### src/source/dispatchPkg.sv
package dispatchPkg;

  // Machine configuration
  localparam int DISPATCH_WIDTH    = 4;
  localparam int CHECKPOINTS       = 8;
  localparam int CHECKPOINTS_LOG   = 3;

  localparam int SIZE_PHYSICAL_LOG = 7;
  localparam int SIZE_RMT_LOG      = 5;
  localparam int SIZE_PC           = 32;
  localparam int SIZE_IMMEDIATE    = 16;
  localparam int SIZE_OPCODE       = 8;
  localparam int INST_TYPES_LOG    = 2;
  localparam int LDST_TYPES_LOG    = 2;
  localparam int SIZE_CTI_LOG      = 2;

  // Back-end capacities
  localparam int SIZE_LSQ          = 16; // Each of load queue and store queue
  localparam int SIZE_ISSUEQ       = 32;
  localparam int SIZE_ACTIVELIST   = 64;

  typedef logic [SIZE_PC-1:0]           pc_t;
  typedef logic [SIZE_PHYSICAL_LOG-1:0] physReg_t;
  typedef logic [SIZE_RMT_LOG-1:0]      logReg_t;
  typedef logic [CHECKPOINTS-1:0]       branchMask_t;  // One bit per live checkpoint
  typedef logic [CHECKPOINTS_LOG-1:0]   checkpointId_t;

  // Occupancy counts need one extra bit to reach the full size
  typedef logic [$clog2(SIZE_LSQ):0]        lsqCnt_t;
  typedef logic [$clog2(SIZE_ISSUEQ):0]     iqCnt_t;
  typedef logic [$clog2(SIZE_ACTIVELIST):0] alCnt_t;
  typedef logic [$clog2(DISPATCH_WIDTH):0]  laneCnt_t;

  // Packet from rename, one per lane
  typedef struct packed {
    logReg_t                    logDest;
    logic                       destValid;
    logic                       isStore;
    logic                       isLoad;
    branchMask_t                branchMask;
    checkpointId_t              checkpointId;
    physReg_t                   physDest;
    physReg_t                   physOldDest;
    physReg_t                   physSrc1;
    physReg_t                   physSrc2;
    logic [SIZE_IMMEDIATE-1:0]  immediate;
    logic [LDST_TYPES_LOG-1:0]  ldstType;
    logic [INST_TYPES_LOG-1:0]  instType;
    logic [SIZE_OPCODE-1:0]     opcode;
    pc_t                        pc;
    pc_t                        nextPc;
    logic [SIZE_CTI_LOG-1:0]    ctiIndex;
  } renamedPkt_t;

  // Issue queue entry without the logical destination
  typedef struct packed {
    logic                       destValid;
    logic                       isStore;
    logic                       isLoad;
    branchMask_t                branchMask;  // Already updated for this cycle
    checkpointId_t              checkpointId;
    physReg_t                   physDest;
    physReg_t                   physOldDest;
    physReg_t                   physSrc1;
    physReg_t                   physSrc2;
    logic [SIZE_IMMEDIATE-1:0]  immediate;
    logic [LDST_TYPES_LOG-1:0]  ldstType;
    logic [INST_TYPES_LOG-1:0]  instType;
    logic [SIZE_OPCODE-1:0]     opcode;
    pc_t                        pc;
    pc_t                        nextPc;
    logic [SIZE_CTI_LOG-1:0]    ctiIndex;
  } issueqPkt_t;

  // Active list entry used at retirement
  typedef struct packed {
    logic     isLoad;
    logic     isStore;
    pc_t      nextPc;
    logReg_t  logDest;
    physReg_t physOldDest;  // Freed when this instruction commits
    physReg_t physDest;
    logic     destValid;
  } alPkt_t;

  typedef struct packed {
    branchMask_t branchMask;
    logic        isStore;
    logic        isLoad;
  } lsqPkt_t;

endpackage

### src/source/dispatchLane.sv
`timescale 1ns/1ps

module dispatchLane (
  input  dispatchPkg::renamedPkt_t   renamedPkt_i,
  input  logic                       ctrlVerified_i,
  input  dispatchPkg::checkpointId_t ctrlVerifiedId_i,
  output dispatchPkg::issueqPkt_t    issueqPkt_o,
  output dispatchPkg::alPkt_t        alPkt_o,
  output dispatchPkg::lsqPkt_t       lsqPkt_o,
  output dispatchPkg::branchMask_t   updatedBranchMask_o
);

  dispatchPkg::branchMask_t branchMask;

  // A branch that verifies this cycle frees its checkpoint,
  // so the instructions behind it no longer depend on it
  always_comb begin
    branchMask = renamedPkt_i.branchMask;
    if (ctrlVerified_i) begin
      branchMask[ctrlVerifiedId_i] = 1'b0;
    end
  end

  assign updatedBranchMask_o = branchMask; // Back to the rename/dispatch pipe register

  always_comb begin
    issueqPkt_o.destValid    = renamedPkt_i.destValid;
    issueqPkt_o.isStore      = renamedPkt_i.isStore;
    issueqPkt_o.isLoad       = renamedPkt_i.isLoad;
    issueqPkt_o.branchMask   = branchMask;
    issueqPkt_o.checkpointId = renamedPkt_i.checkpointId;
    issueqPkt_o.physDest     = renamedPkt_i.physDest;
    issueqPkt_o.physOldDest  = renamedPkt_i.physOldDest;
    issueqPkt_o.physSrc1     = renamedPkt_i.physSrc1;
    issueqPkt_o.physSrc2     = renamedPkt_i.physSrc2;
    issueqPkt_o.immediate    = renamedPkt_i.immediate;
    issueqPkt_o.ldstType     = renamedPkt_i.ldstType;
    issueqPkt_o.instType     = renamedPkt_i.instType;
    issueqPkt_o.opcode       = renamedPkt_i.opcode;
    issueqPkt_o.pc           = renamedPkt_i.pc;
    issueqPkt_o.nextPc       = renamedPkt_i.nextPc;
    issueqPkt_o.ctiIndex     = renamedPkt_i.ctiIndex;
  end

  // Active list keeps what commit and recovery need
  always_comb begin
    alPkt_o.isLoad      = renamedPkt_i.isLoad;
    alPkt_o.isStore     = renamedPkt_i.isStore;
    alPkt_o.nextPc      = renamedPkt_i.nextPc;  // Restart point after this instruction
    alPkt_o.logDest     = renamedPkt_i.logDest;
    alPkt_o.physOldDest = renamedPkt_i.physOldDest;
    alPkt_o.physDest    = renamedPkt_i.physDest;
    alPkt_o.destValid   = renamedPkt_i.destValid;
  end

  always_comb begin
    lsqPkt_o.branchMask = branchMask;
    lsqPkt_o.isStore    = renamedPkt_i.isStore;
    lsqPkt_o.isLoad     = renamedPkt_i.isLoad;
  end

endmodule

### src/source/dispatchAdmit.sv
`timescale 1ns/1ps

module dispatchAdmit (
  input  logic                     clk,
  input  logic                     rst_i,

  input  dispatchPkg::issueqPkt_t  issueqPkt_i [dispatchPkg::DISPATCH_WIDTH],
  input  dispatchPkg::alPkt_t      alPkt_i     [dispatchPkg::DISPATCH_WIDTH],
  input  dispatchPkg::lsqPkt_t     lsqPkt_i    [dispatchPkg::DISPATCH_WIDTH],

  input  logic                     renameReady_i,   // Rename holds a full group
  input  logic                     flagRecoverEX_i,
  input  dispatchPkg::lsqCnt_t     loadQueueCnt_i,
  input  dispatchPkg::lsqCnt_t     storeQueueCnt_i,
  input  dispatchPkg::iqCnt_t      issueQueueCnt_i,
  input  dispatchPkg::alCnt_t      activeListCnt_i,

  output dispatchPkg::issueqPkt_t  issueqPkt_o [dispatchPkg::DISPATCH_WIDTH],
  output dispatchPkg::alPkt_t      alPkt_o     [dispatchPkg::DISPATCH_WIDTH],
  output dispatchPkg::lsqPkt_t     lsqPkt_o    [dispatchPkg::DISPATCH_WIDTH],
  output logic                     dispatchValid_o,
  output logic                     backEndReady_o,
  output logic                     stallFrontEnd_o
);

  dispatchPkg::laneCnt_t loadCnt;
  dispatchPkg::laneCnt_t storeCnt;

  logic loadStall;
  logic storeStall;
  logic issueqStall;
  logic alStall;
  logic spaceStall;

  // Loads and stores in the incoming group
  always_comb begin
    loadCnt  = '0;
    storeCnt = '0;
    for (int i = 0; i < dispatchPkg::DISPATCH_WIDTH; i++) begin
      loadCnt  = loadCnt + dispatchPkg::laneCnt_t'(lsqPkt_i[i].isLoad);
      storeCnt = storeCnt + dispatchPkg::laneCnt_t'(lsqPkt_i[i].isStore);
    end
  end

  // The LSQ checks use the exact group mix while IQ and AL reserve a full group
  assign loadStall   = (int'(loadQueueCnt_i) + int'(loadCnt)) > dispatchPkg::SIZE_LSQ;
  assign storeStall  = (int'(storeQueueCnt_i) + int'(storeCnt)) > dispatchPkg::SIZE_LSQ;
  assign issueqStall = (int'(issueQueueCnt_i) + dispatchPkg::DISPATCH_WIDTH) >
                       dispatchPkg::SIZE_ISSUEQ;
  assign alStall     = (int'(activeListCnt_i) + dispatchPkg::DISPATCH_WIDTH) >
                       dispatchPkg::SIZE_ACTIVELIST;

  assign spaceStall = loadStall | storeStall | issueqStall | alStall;

  assign stallFrontEnd_o = spaceStall;
  assign backEndReady_o  = ~spaceStall & renameReady_i & ~flagRecoverEX_i;

  // Back-end latch that the queues write from
  always_ff @(posedge clk) begin
    if (rst_i) begin
      dispatchValid_o <= 1'b0;
      for (int i = 0; i < dispatchPkg::DISPATCH_WIDTH; i++) begin
        issueqPkt_o[i] <= '0;
        alPkt_o[i]     <= '0;
        lsqPkt_o[i]    <= '0;
      end
    end else begin
      dispatchValid_o <= backEndReady_o;
      if (backEndReady_o) begin
        issueqPkt_o <= issueqPkt_i;
        alPkt_o     <= alPkt_i;
        lsqPkt_o    <= lsqPkt_i;
      end
      // Otherwise the last accepted group holds
    end
  end

endmodule

### src/source/dispatch.sv
`timescale 1ns/1ps

module dispatch (
  input  logic                       clk,
  input  logic                       rst_i,

  input  dispatchPkg::renamedPkt_t   renamedPkt_i [dispatchPkg::DISPATCH_WIDTH],
  input  logic                       renameReady_i,
  input  logic                       flagRecoverEX_i,
  input  logic                       ctrlVerified_i,
  input  dispatchPkg::checkpointId_t ctrlVerifiedId_i,

  input  dispatchPkg::lsqCnt_t       loadQueueCnt_i,
  input  dispatchPkg::lsqCnt_t       storeQueueCnt_i,
  input  dispatchPkg::iqCnt_t        issueQueueCnt_i,
  input  dispatchPkg::alCnt_t        activeListCnt_i,

  output dispatchPkg::issueqPkt_t    issueqPkt_o [dispatchPkg::DISPATCH_WIDTH],
  output dispatchPkg::alPkt_t        alPkt_o     [dispatchPkg::DISPATCH_WIDTH],
  output dispatchPkg::lsqPkt_t       lsqPkt_o    [dispatchPkg::DISPATCH_WIDTH],
  output dispatchPkg::branchMask_t   updatedBranchMask_o [dispatchPkg::DISPATCH_WIDTH],
  output logic                       dispatchValid_o,
  output logic                       backEndReady_o,
  output logic                       stallFrontEnd_o
);

  // Unlatched packets from the lanes
  dispatchPkg::issueqPkt_t issueqPkt [dispatchPkg::DISPATCH_WIDTH];
  dispatchPkg::alPkt_t     alPkt     [dispatchPkg::DISPATCH_WIDTH];
  dispatchPkg::lsqPkt_t    lsqPkt    [dispatchPkg::DISPATCH_WIDTH];

  for (genvar lane = 0; lane < dispatchPkg::DISPATCH_WIDTH; lane++) begin : genLane
    dispatchLane laneInst (
      .renamedPkt_i        (renamedPkt_i[lane]),
      .ctrlVerified_i      (ctrlVerified_i),
      .ctrlVerifiedId_i    (ctrlVerifiedId_i),
      .issueqPkt_o         (issueqPkt[lane]),
      .alPkt_o             (alPkt[lane]),
      .lsqPkt_o            (lsqPkt[lane]),
      .updatedBranchMask_o (updatedBranchMask_o[lane])
    );
  end

  dispatchAdmit admitInst (
    .clk             (clk),
    .rst_i           (rst_i),
    .issueqPkt_i     (issueqPkt),
    .alPkt_i         (alPkt),
    .lsqPkt_i        (lsqPkt),
    .renameReady_i   (renameReady_i),
    .flagRecoverEX_i (flagRecoverEX_i),
    .loadQueueCnt_i  (loadQueueCnt_i),
    .storeQueueCnt_i (storeQueueCnt_i),
    .issueQueueCnt_i (issueQueueCnt_i),
    .activeListCnt_i (activeListCnt_i),
    .issueqPkt_o     (issueqPkt_o),
    .alPkt_o         (alPkt_o),
    .lsqPkt_o        (lsqPkt_o),
    .dispatchValid_o (dispatchValid_o),
    .backEndReady_o  (backEndReady_o),
    .stallFrontEnd_o (stallFrontEnd_o)
  );

endmodule

### config.mk
export PLATFORM = sky130hd
export DESIGN_NAME = dispatch
export DESIGN_NICKNAME = d
export VERILOG_FILES = /design/src/source/dispatchPkg.sv /design/src/source/dispatchLane.sv /design/src/source/dispatchAdmit.sv /design/src/source/dispatch.sv
export SDC_FILE = /design/constraint.sdc
export NUM_CORES = 1
export LEC_CHECK = 0
export ABC_AREA = 1
export BUFFER_PORTS_ARGS = -buffer_cell sky130_fd_sc_hd__buf_2
export CORE_AREA = 2 2 552 554
export DETAILED_ROUTE_END_ITERATION = 6
export DIE_AREA = 0 0 554 556
export GPL_TIMING_DRIVEN = 0
export PLACE_DENSITY = 0.31
export SLEW_MARGIN = 30
export SYNTH_ARGS = -nofsm -noshare
export SYNTH_HDL_FRONTEND = slang
export SYNTH_HIERARCHICAL = 1
export SYNTH_SLANG_ARGS = --single-unit
export TNS_END_PERCENT = 1
### constraint.sdc
create_clock -name clk -period 4 [get_ports clk]
set_input_delay 0.8 -clock clk [delete_from_list [all_inputs] [get_ports clk]]
set_output_delay 0.8 -clock clk [all_outputs]
set_load 0.02 [all_outputs]
## Yosys cells after proc, flatten, opt, wreduce, memory -nomap -nowiden

Cells that the tools add are included.

- Output and inout port bits: 835
- Flip-flop bits (word level): 565
- Logic and storage cells: 104

- Order comparisons: 6
- Muxes and demuxes: 6
- Add/sub/neg operators: 10
- Reduce and logical (&&, ||, !) cells: 1
- Bitwise operators: 12

Operators with widths:

| kind | count |
|---|---|
| $gt A32 B6 Y1 const B | 2 |
| $and A8 B8 Y8 | 4 |
| $gt A32 B7 Y1 const B | 1 |
| $gt A32 B8 Y1 const B | 1 |
| $mux W8 | 4 |
| $add A3 B1 Y3 | 4 |
| $add A5 B3 Y6 | 2 |
| $add A7 B3 Y8 const B | 1 |
| $not A8 Y8 | 1 |
| $add A6 B3 Y7 const B | 1 |
| $add A1 B1 Y2 | 2 |
| $lt A3 B4 Y1 const B | 1 |
| $demux W1 S3 | 1 |
| $ge A3 B1 Y1 const B | 1 |
| $or A1 B1 Y1 | 3 |
| $and A1 B1 Y1 | 2 |
| $not A1 Y1 | 2 |
| $logic_and A1 B1 Y1 | 1 |
| $mux W1 | 1 |

## Longest topological paths before layout

- Word-level depth: 11
- Gate-level depth with buffers: 17
- Mapped depth without buffers: 14

## By module

Netlist, hierarchy kept.

Modules (own cells, without submodules):

| module | cells an instance | area an instance (µm²) | instances |
|---|---|---|---|
| dispatchAdmit | 5235 | 34963.5 | 1 |
| dispatchLane (genLane[0].laneInst ...) | 231 | 1626.6 | 3 |
| dispatchLane (genLane[3].laneInst) | 231 | 1629.1 | 1 |

## Worst setup path before layout

Ideal clock, no wire load.

- Path kind: input-to-output
- From: in renamedPkt_i[134] (netlist name)
- To: out backEndReady_o
- Buffers on the path: 2
- Setup slack: -0.038 ns
- Arrival time: 3.238 ns
- Stages on the path: 12
- Cell sequence: buf_4 fa_1 fa_1 inv_1 fa_1 nand2_1 nor3b_2 nand2_1 nand2_2 nand3_4 nor2_8 buf_2

- Word-level cells in the longest chain between the ends: 9

Ends and longest elaborated chain:

| what | line | text |
|---|---|---|
| from (decl) | dispatch.sv:7 | `input dispatchPkg::renamedPkt_t renamedPkt_i [dispatchPkg::DISPATCH_WIDTH],` |
| $add A3 B1 Y3 | dispatchAdmit.sv:41 | `storeCnt = storeCnt + dispatchPkg::laneCnt_t'(lsqPkt_i[i].isStore);` |
| $add A5 B3 Y6 | dispatchAdmit.sv:47 | `assign storeStall = (int'(storeQueueCnt_i) + int'(storeCnt)) > dispatchPkg::SIZE_LSQ;` |
| $gt A32 B6 Y1 | dispatchAdmit.sv:47 |  |
| $or A1 B1 Y1 (3 in a row) | dispatchAdmit.sv:53 | `assign spaceStall = loadStall \| storeStall \| issueqStall \| alStall;` |
| via stallFrontEnd_o | dispatch.sv:24 | `output logic stallFrontEnd_o` |
| $not A1 Y1 | dispatchAdmit.sv:56 | `assign backEndReady_o = ~spaceStall & renameReady_i & ~flagRecoverEX_i;` |
| $and A1 B1 Y1 (2 in a row) | dispatchAdmit.sv:56 |  |
| to (decl) | dispatch.sv:23 | `output logic backEndReady_o,` |

The timed path passes the listed nets, and every way through them passes these cells.

## Worst setup path in the final report

- From: in renamedPkt_i[416] (netlist name)
- To: out backEndReady_o

- Word-level cells in the longest chain between the ends: 11

Ends and longest elaborated chain:

| what | line |
|---|---|
| $add A1 B1 Y2 | dispatchAdmit.sv:41 |
| $add A3 B1 Y3 (2 in a row) | dispatchAdmit.sv:41 |
| $add A5 B3 Y6 | dispatchAdmit.sv:47 |
| $gt A32 B6 Y1 | dispatchAdmit.sv:47 |
| $or A1 B1 Y1 (3 in a row) | dispatchAdmit.sv:53 |
| $not A1 Y1 | dispatchAdmit.sv:56 |
| $and A1 B1 Y1 (2 in a row) | dispatchAdmit.sv:56 |

Every way passes these cells.

==> out/results.ini <==
[setup_path]
cp_data_required_time_ps = 3200
end_kind = primary output
r2r_start = admitInst/issueqPkt_o[64]$_SDFFE_PP0P_
cp_data_arrival_time_ps = 3140
ff2ff_path_depth = 2
reg2reg_setup_slack_ps = 3280
crit_start = renamedPkt_i[416]
cp-endpoint = backEndReady_o
crit_path_max_fanout = 3
path_class = primary input to primary output
worst_setup_path_start_kind = primary input
r2r-end = admitInst/issueqPkt_o[64]$_SDFFE_PP0P_

[cts]
h-tree-depth = 3
insertion_delay_ps = 840
clk_pin_slew_worst_paths_ps = 60
clock-root-buffer = clkbuf_16
clock_sinks = 801
numCtsBuffers = 114
cts_buffer_depth = 4
cts_tree = built

[global_route]
grt_use_total_pct = 14.9
antenna_found_initial = 76
grt_pass1_vias = 38541
gr-total-overflow = 0
grt_pass1_wl_microns = 319000
grt_max_degree = 17

[layout]
areaGrowthSynthToFinish_pct = 32.4
post-route-cell-area_sq_um = 54900
layout-drive-gt1-share_pct = 28.8
instances_no_fill = 11270
final_core_util_pct = 18.2
nets = 7784
fillers = 35126

[sta]
max_freq_mhz = 254
layout_setup_ws_ps = 62.4
period_share_pct = 98.4
hold_viol = 0
setup_viol = 0
slew_headroom_pct = 38.5
fin_crit_ps = 3940
tightest_slew_ps = 923
rsz0062_at_grt = yes
report.final.slew_viol_count = 0
fin_setup_tns_ps = 0
fin_worst_skew_ps = 0

[yosys]
synth_top_area_cell = dfxtp_1
syn-num-nets = 6762
synth_top_area_share_pct = 38.7
synth_seq_area_share_pct = 38.7
async_reset_ff_share_pct = 0
ys_top_cells_by_area = dfxtp_1 (39%), nor2_1 (15%), buf_4 (14%)
ys.flop_type = dfxtp_1
yosys_warnings = 6
synth_area_sq_um = 41500
ys_seq_elements = 801
syn_avg_cell_area_sq_um = 6.73
syn_inst = 6159
synth_edf_count = 0
yosys.cell_types.count = 28

[routing]
vias_per_cell = 3.48
drt-initial-drc-count = 1690
ant_nets = 0
wirelength_microns = 240000
drc = 0
first_pass_iters = 5
via_count = 39252
drt-wirelength-per-cell_microns = 21.3

[die]
num_rows = 202
coreArea_sq_um = 302000
die_h_microns = 556
die_w_microns = 554
io_pins = 1430
die_area_sq_um = 308000
start_util_pct = 13.7

[placement]
numPlacedInstances = 11038
portBuffers = 897
hpwl_microns = 204000
place_area_sq_um = 51100
dp_slack_ps = -859
gp_congestion = 0.868

[run_status]
outcome = finished, final reports clean

[run]
drv_cap = 0

[pwr]
vdd_ir_drop_max_uv = 346
p_per_area_nw_per_um2 = 385
p_leak_nw = 28.4

[worst_hold_path]
hold_class = primary input to register

## cell usage in the layout (no fill, tap or decap), types with 4 or more instances in the layout
| cell | count |
|---|---|
| clkbuf_2 | 13 |
| buf_12 | 7 |
| buf_4 | 806 |
| nand3_1 | 808 |
| nand2_2 | 4 |
| buf_2 | 982 |
| buf_8 | 73 |
| inv_1 | 861 |
| clkbuf_1 | 102 |
| clkinv_2 | 20 |
| dfxtp_1 | 801 |
| buf_1 | 92 |
| buf_6 | 10 |
| bufinv_16 | 5 |
| clkbuf_8 | 24 |
| nand2_1 | 842 |
| a21oi_1 | 5 |
| fa_2 | 4 |
| nor2_1 | 1649 |
| clkbuf_16 | 114 |
| nor2_2 | 6 |
| diode_2 | 23 |
## routing by layer
| metal | vias up | GRT usage [%] | wire, microns |
|---|---|---|---|
| met1 | 18067 | 16.4 | 93200 |
| li1 | 19597 | - | - |
| met4 | 42 | 2.78 | 4170 |
| met5 | - | 0 | 258 |
| met3 | 272 | 5.84 | 22400 |
| met2 | 1274 | 27.1 | 120000 |
## final cells by class
cell class	instances	area (sq um)	share of cell area (%)
clock inverters	34	375	0.684
plain buffers	1151	8440	15.4
clock buffers	170	3300	6.02
diodes	23	57.6	0.105
well taps	3978	4980	9.06
repair buffers	907	4640	8.45
multi-input cells	3342	13800	25.2
inverters	864	3240	5.91
flip-flops and latches	801	16000	29.2
## report_power, final
part           switching (mW)  internal (mW)  total (mW)
Sequential             0.0795           8.13        8.21
Clock                    4.22           6.00        10.2
Combinational            1.64           1.06        2.70
## flip-flops by register name, summed over array words and instances, names as in the netlist
name,flops
admitInst/issueqPkt_o,544
admitInst/alPkt_o,216
admitInst/lsqPkt_o,40
admitInst/dispatchValid_o,1
## synthesized netlist by cell type (all sizes together) (2+ instances only)
master	count
xor2	2
clkbuf	83
a21boi	4
ha	2
o21a	4
nor3	2
nand3	809
inv	863
nor2	1658
buf	1069
fa	6
a21oi	5
nand2	847
dfxtp	801
## cells by family (layout without fill, tap and decap cells)
family / after synthesis / count (layout) / synth area share [%]
AOI/OAI and AO/OA: 13 / 13 / 0.205
and+or+nand+nor: 3319 / 3319 / 32.6
xor gates and xnor gates: 2 / 2 / 0.0422
adders and majority gates: 8 / 8 / 0.350
buffers and inverters: 2016 / 3126 / 28.1
other: 0 / 23 / 0
DFF: 801 / 801 / 38.7
## worst max-delay path: stages
cell	delay (ps)
buf_8	100
fa_1	560
fa_2	230
inv_2	50
fa_2	540
nand2_2	50
nor3b_2	200
nand2_1	90
nand2_2	80
nand3_4	100
nor2_8	170
buf_6	140
## what timing repair did
item                                    4_1_cts  5_1_grt
gates cloned                                  0        0
hold buffers                                  0        0
gates resized for setup                       3       13
endpoints found under the setup margin        1        9
buffers inserted                              2        4
pin swaps                                     1        9
## worst min-delay path by stage
stage / endpoint / startpoint / cells past startpoint / slack, ps
after floorplan: admitInst/issueqPkt_o[413]$_SDFFE_PP0P_ / admitInst/issueqPkt_o[413]$_SDFFE_PP0P_ / 2 / 560
after global placement: admitInst/alPkt_o[3]$_SDFFE_PP0P_ / admitInst/alPkt_o[3]$_SDFFE_PP0P_ / 2 / 460
after detailed placement: admitInst/issueqPkt_o[383]$_SDFFE_PP0P_ / admitInst/issueqPkt_o[383]$_SDFFE_PP0P_ / 2 / 470
after CTS: admitInst/dispatchValid_o$_SDFF_PP0_ / rst_i / 2 / 60
after global routing: admitInst/dispatchValid_o$_SDFF_PP0_ / rst_i / 2 / 110
final: admitInst/dispatchValid_o$_SDFF_PP0_ / rst_i / 2 / 170
## stage by stage
stage	hold slack [ps]	power (mW)
2_1_floorplan	558	10.1
3_3_place_gp	458	11.1
3_5_place_dp	466	11.2
4_1_cts	60.5	21.6
5_1_grt	110	22.1
6_report	173	21.1
No activity file was read; power rests on OpenSTA's default activity.
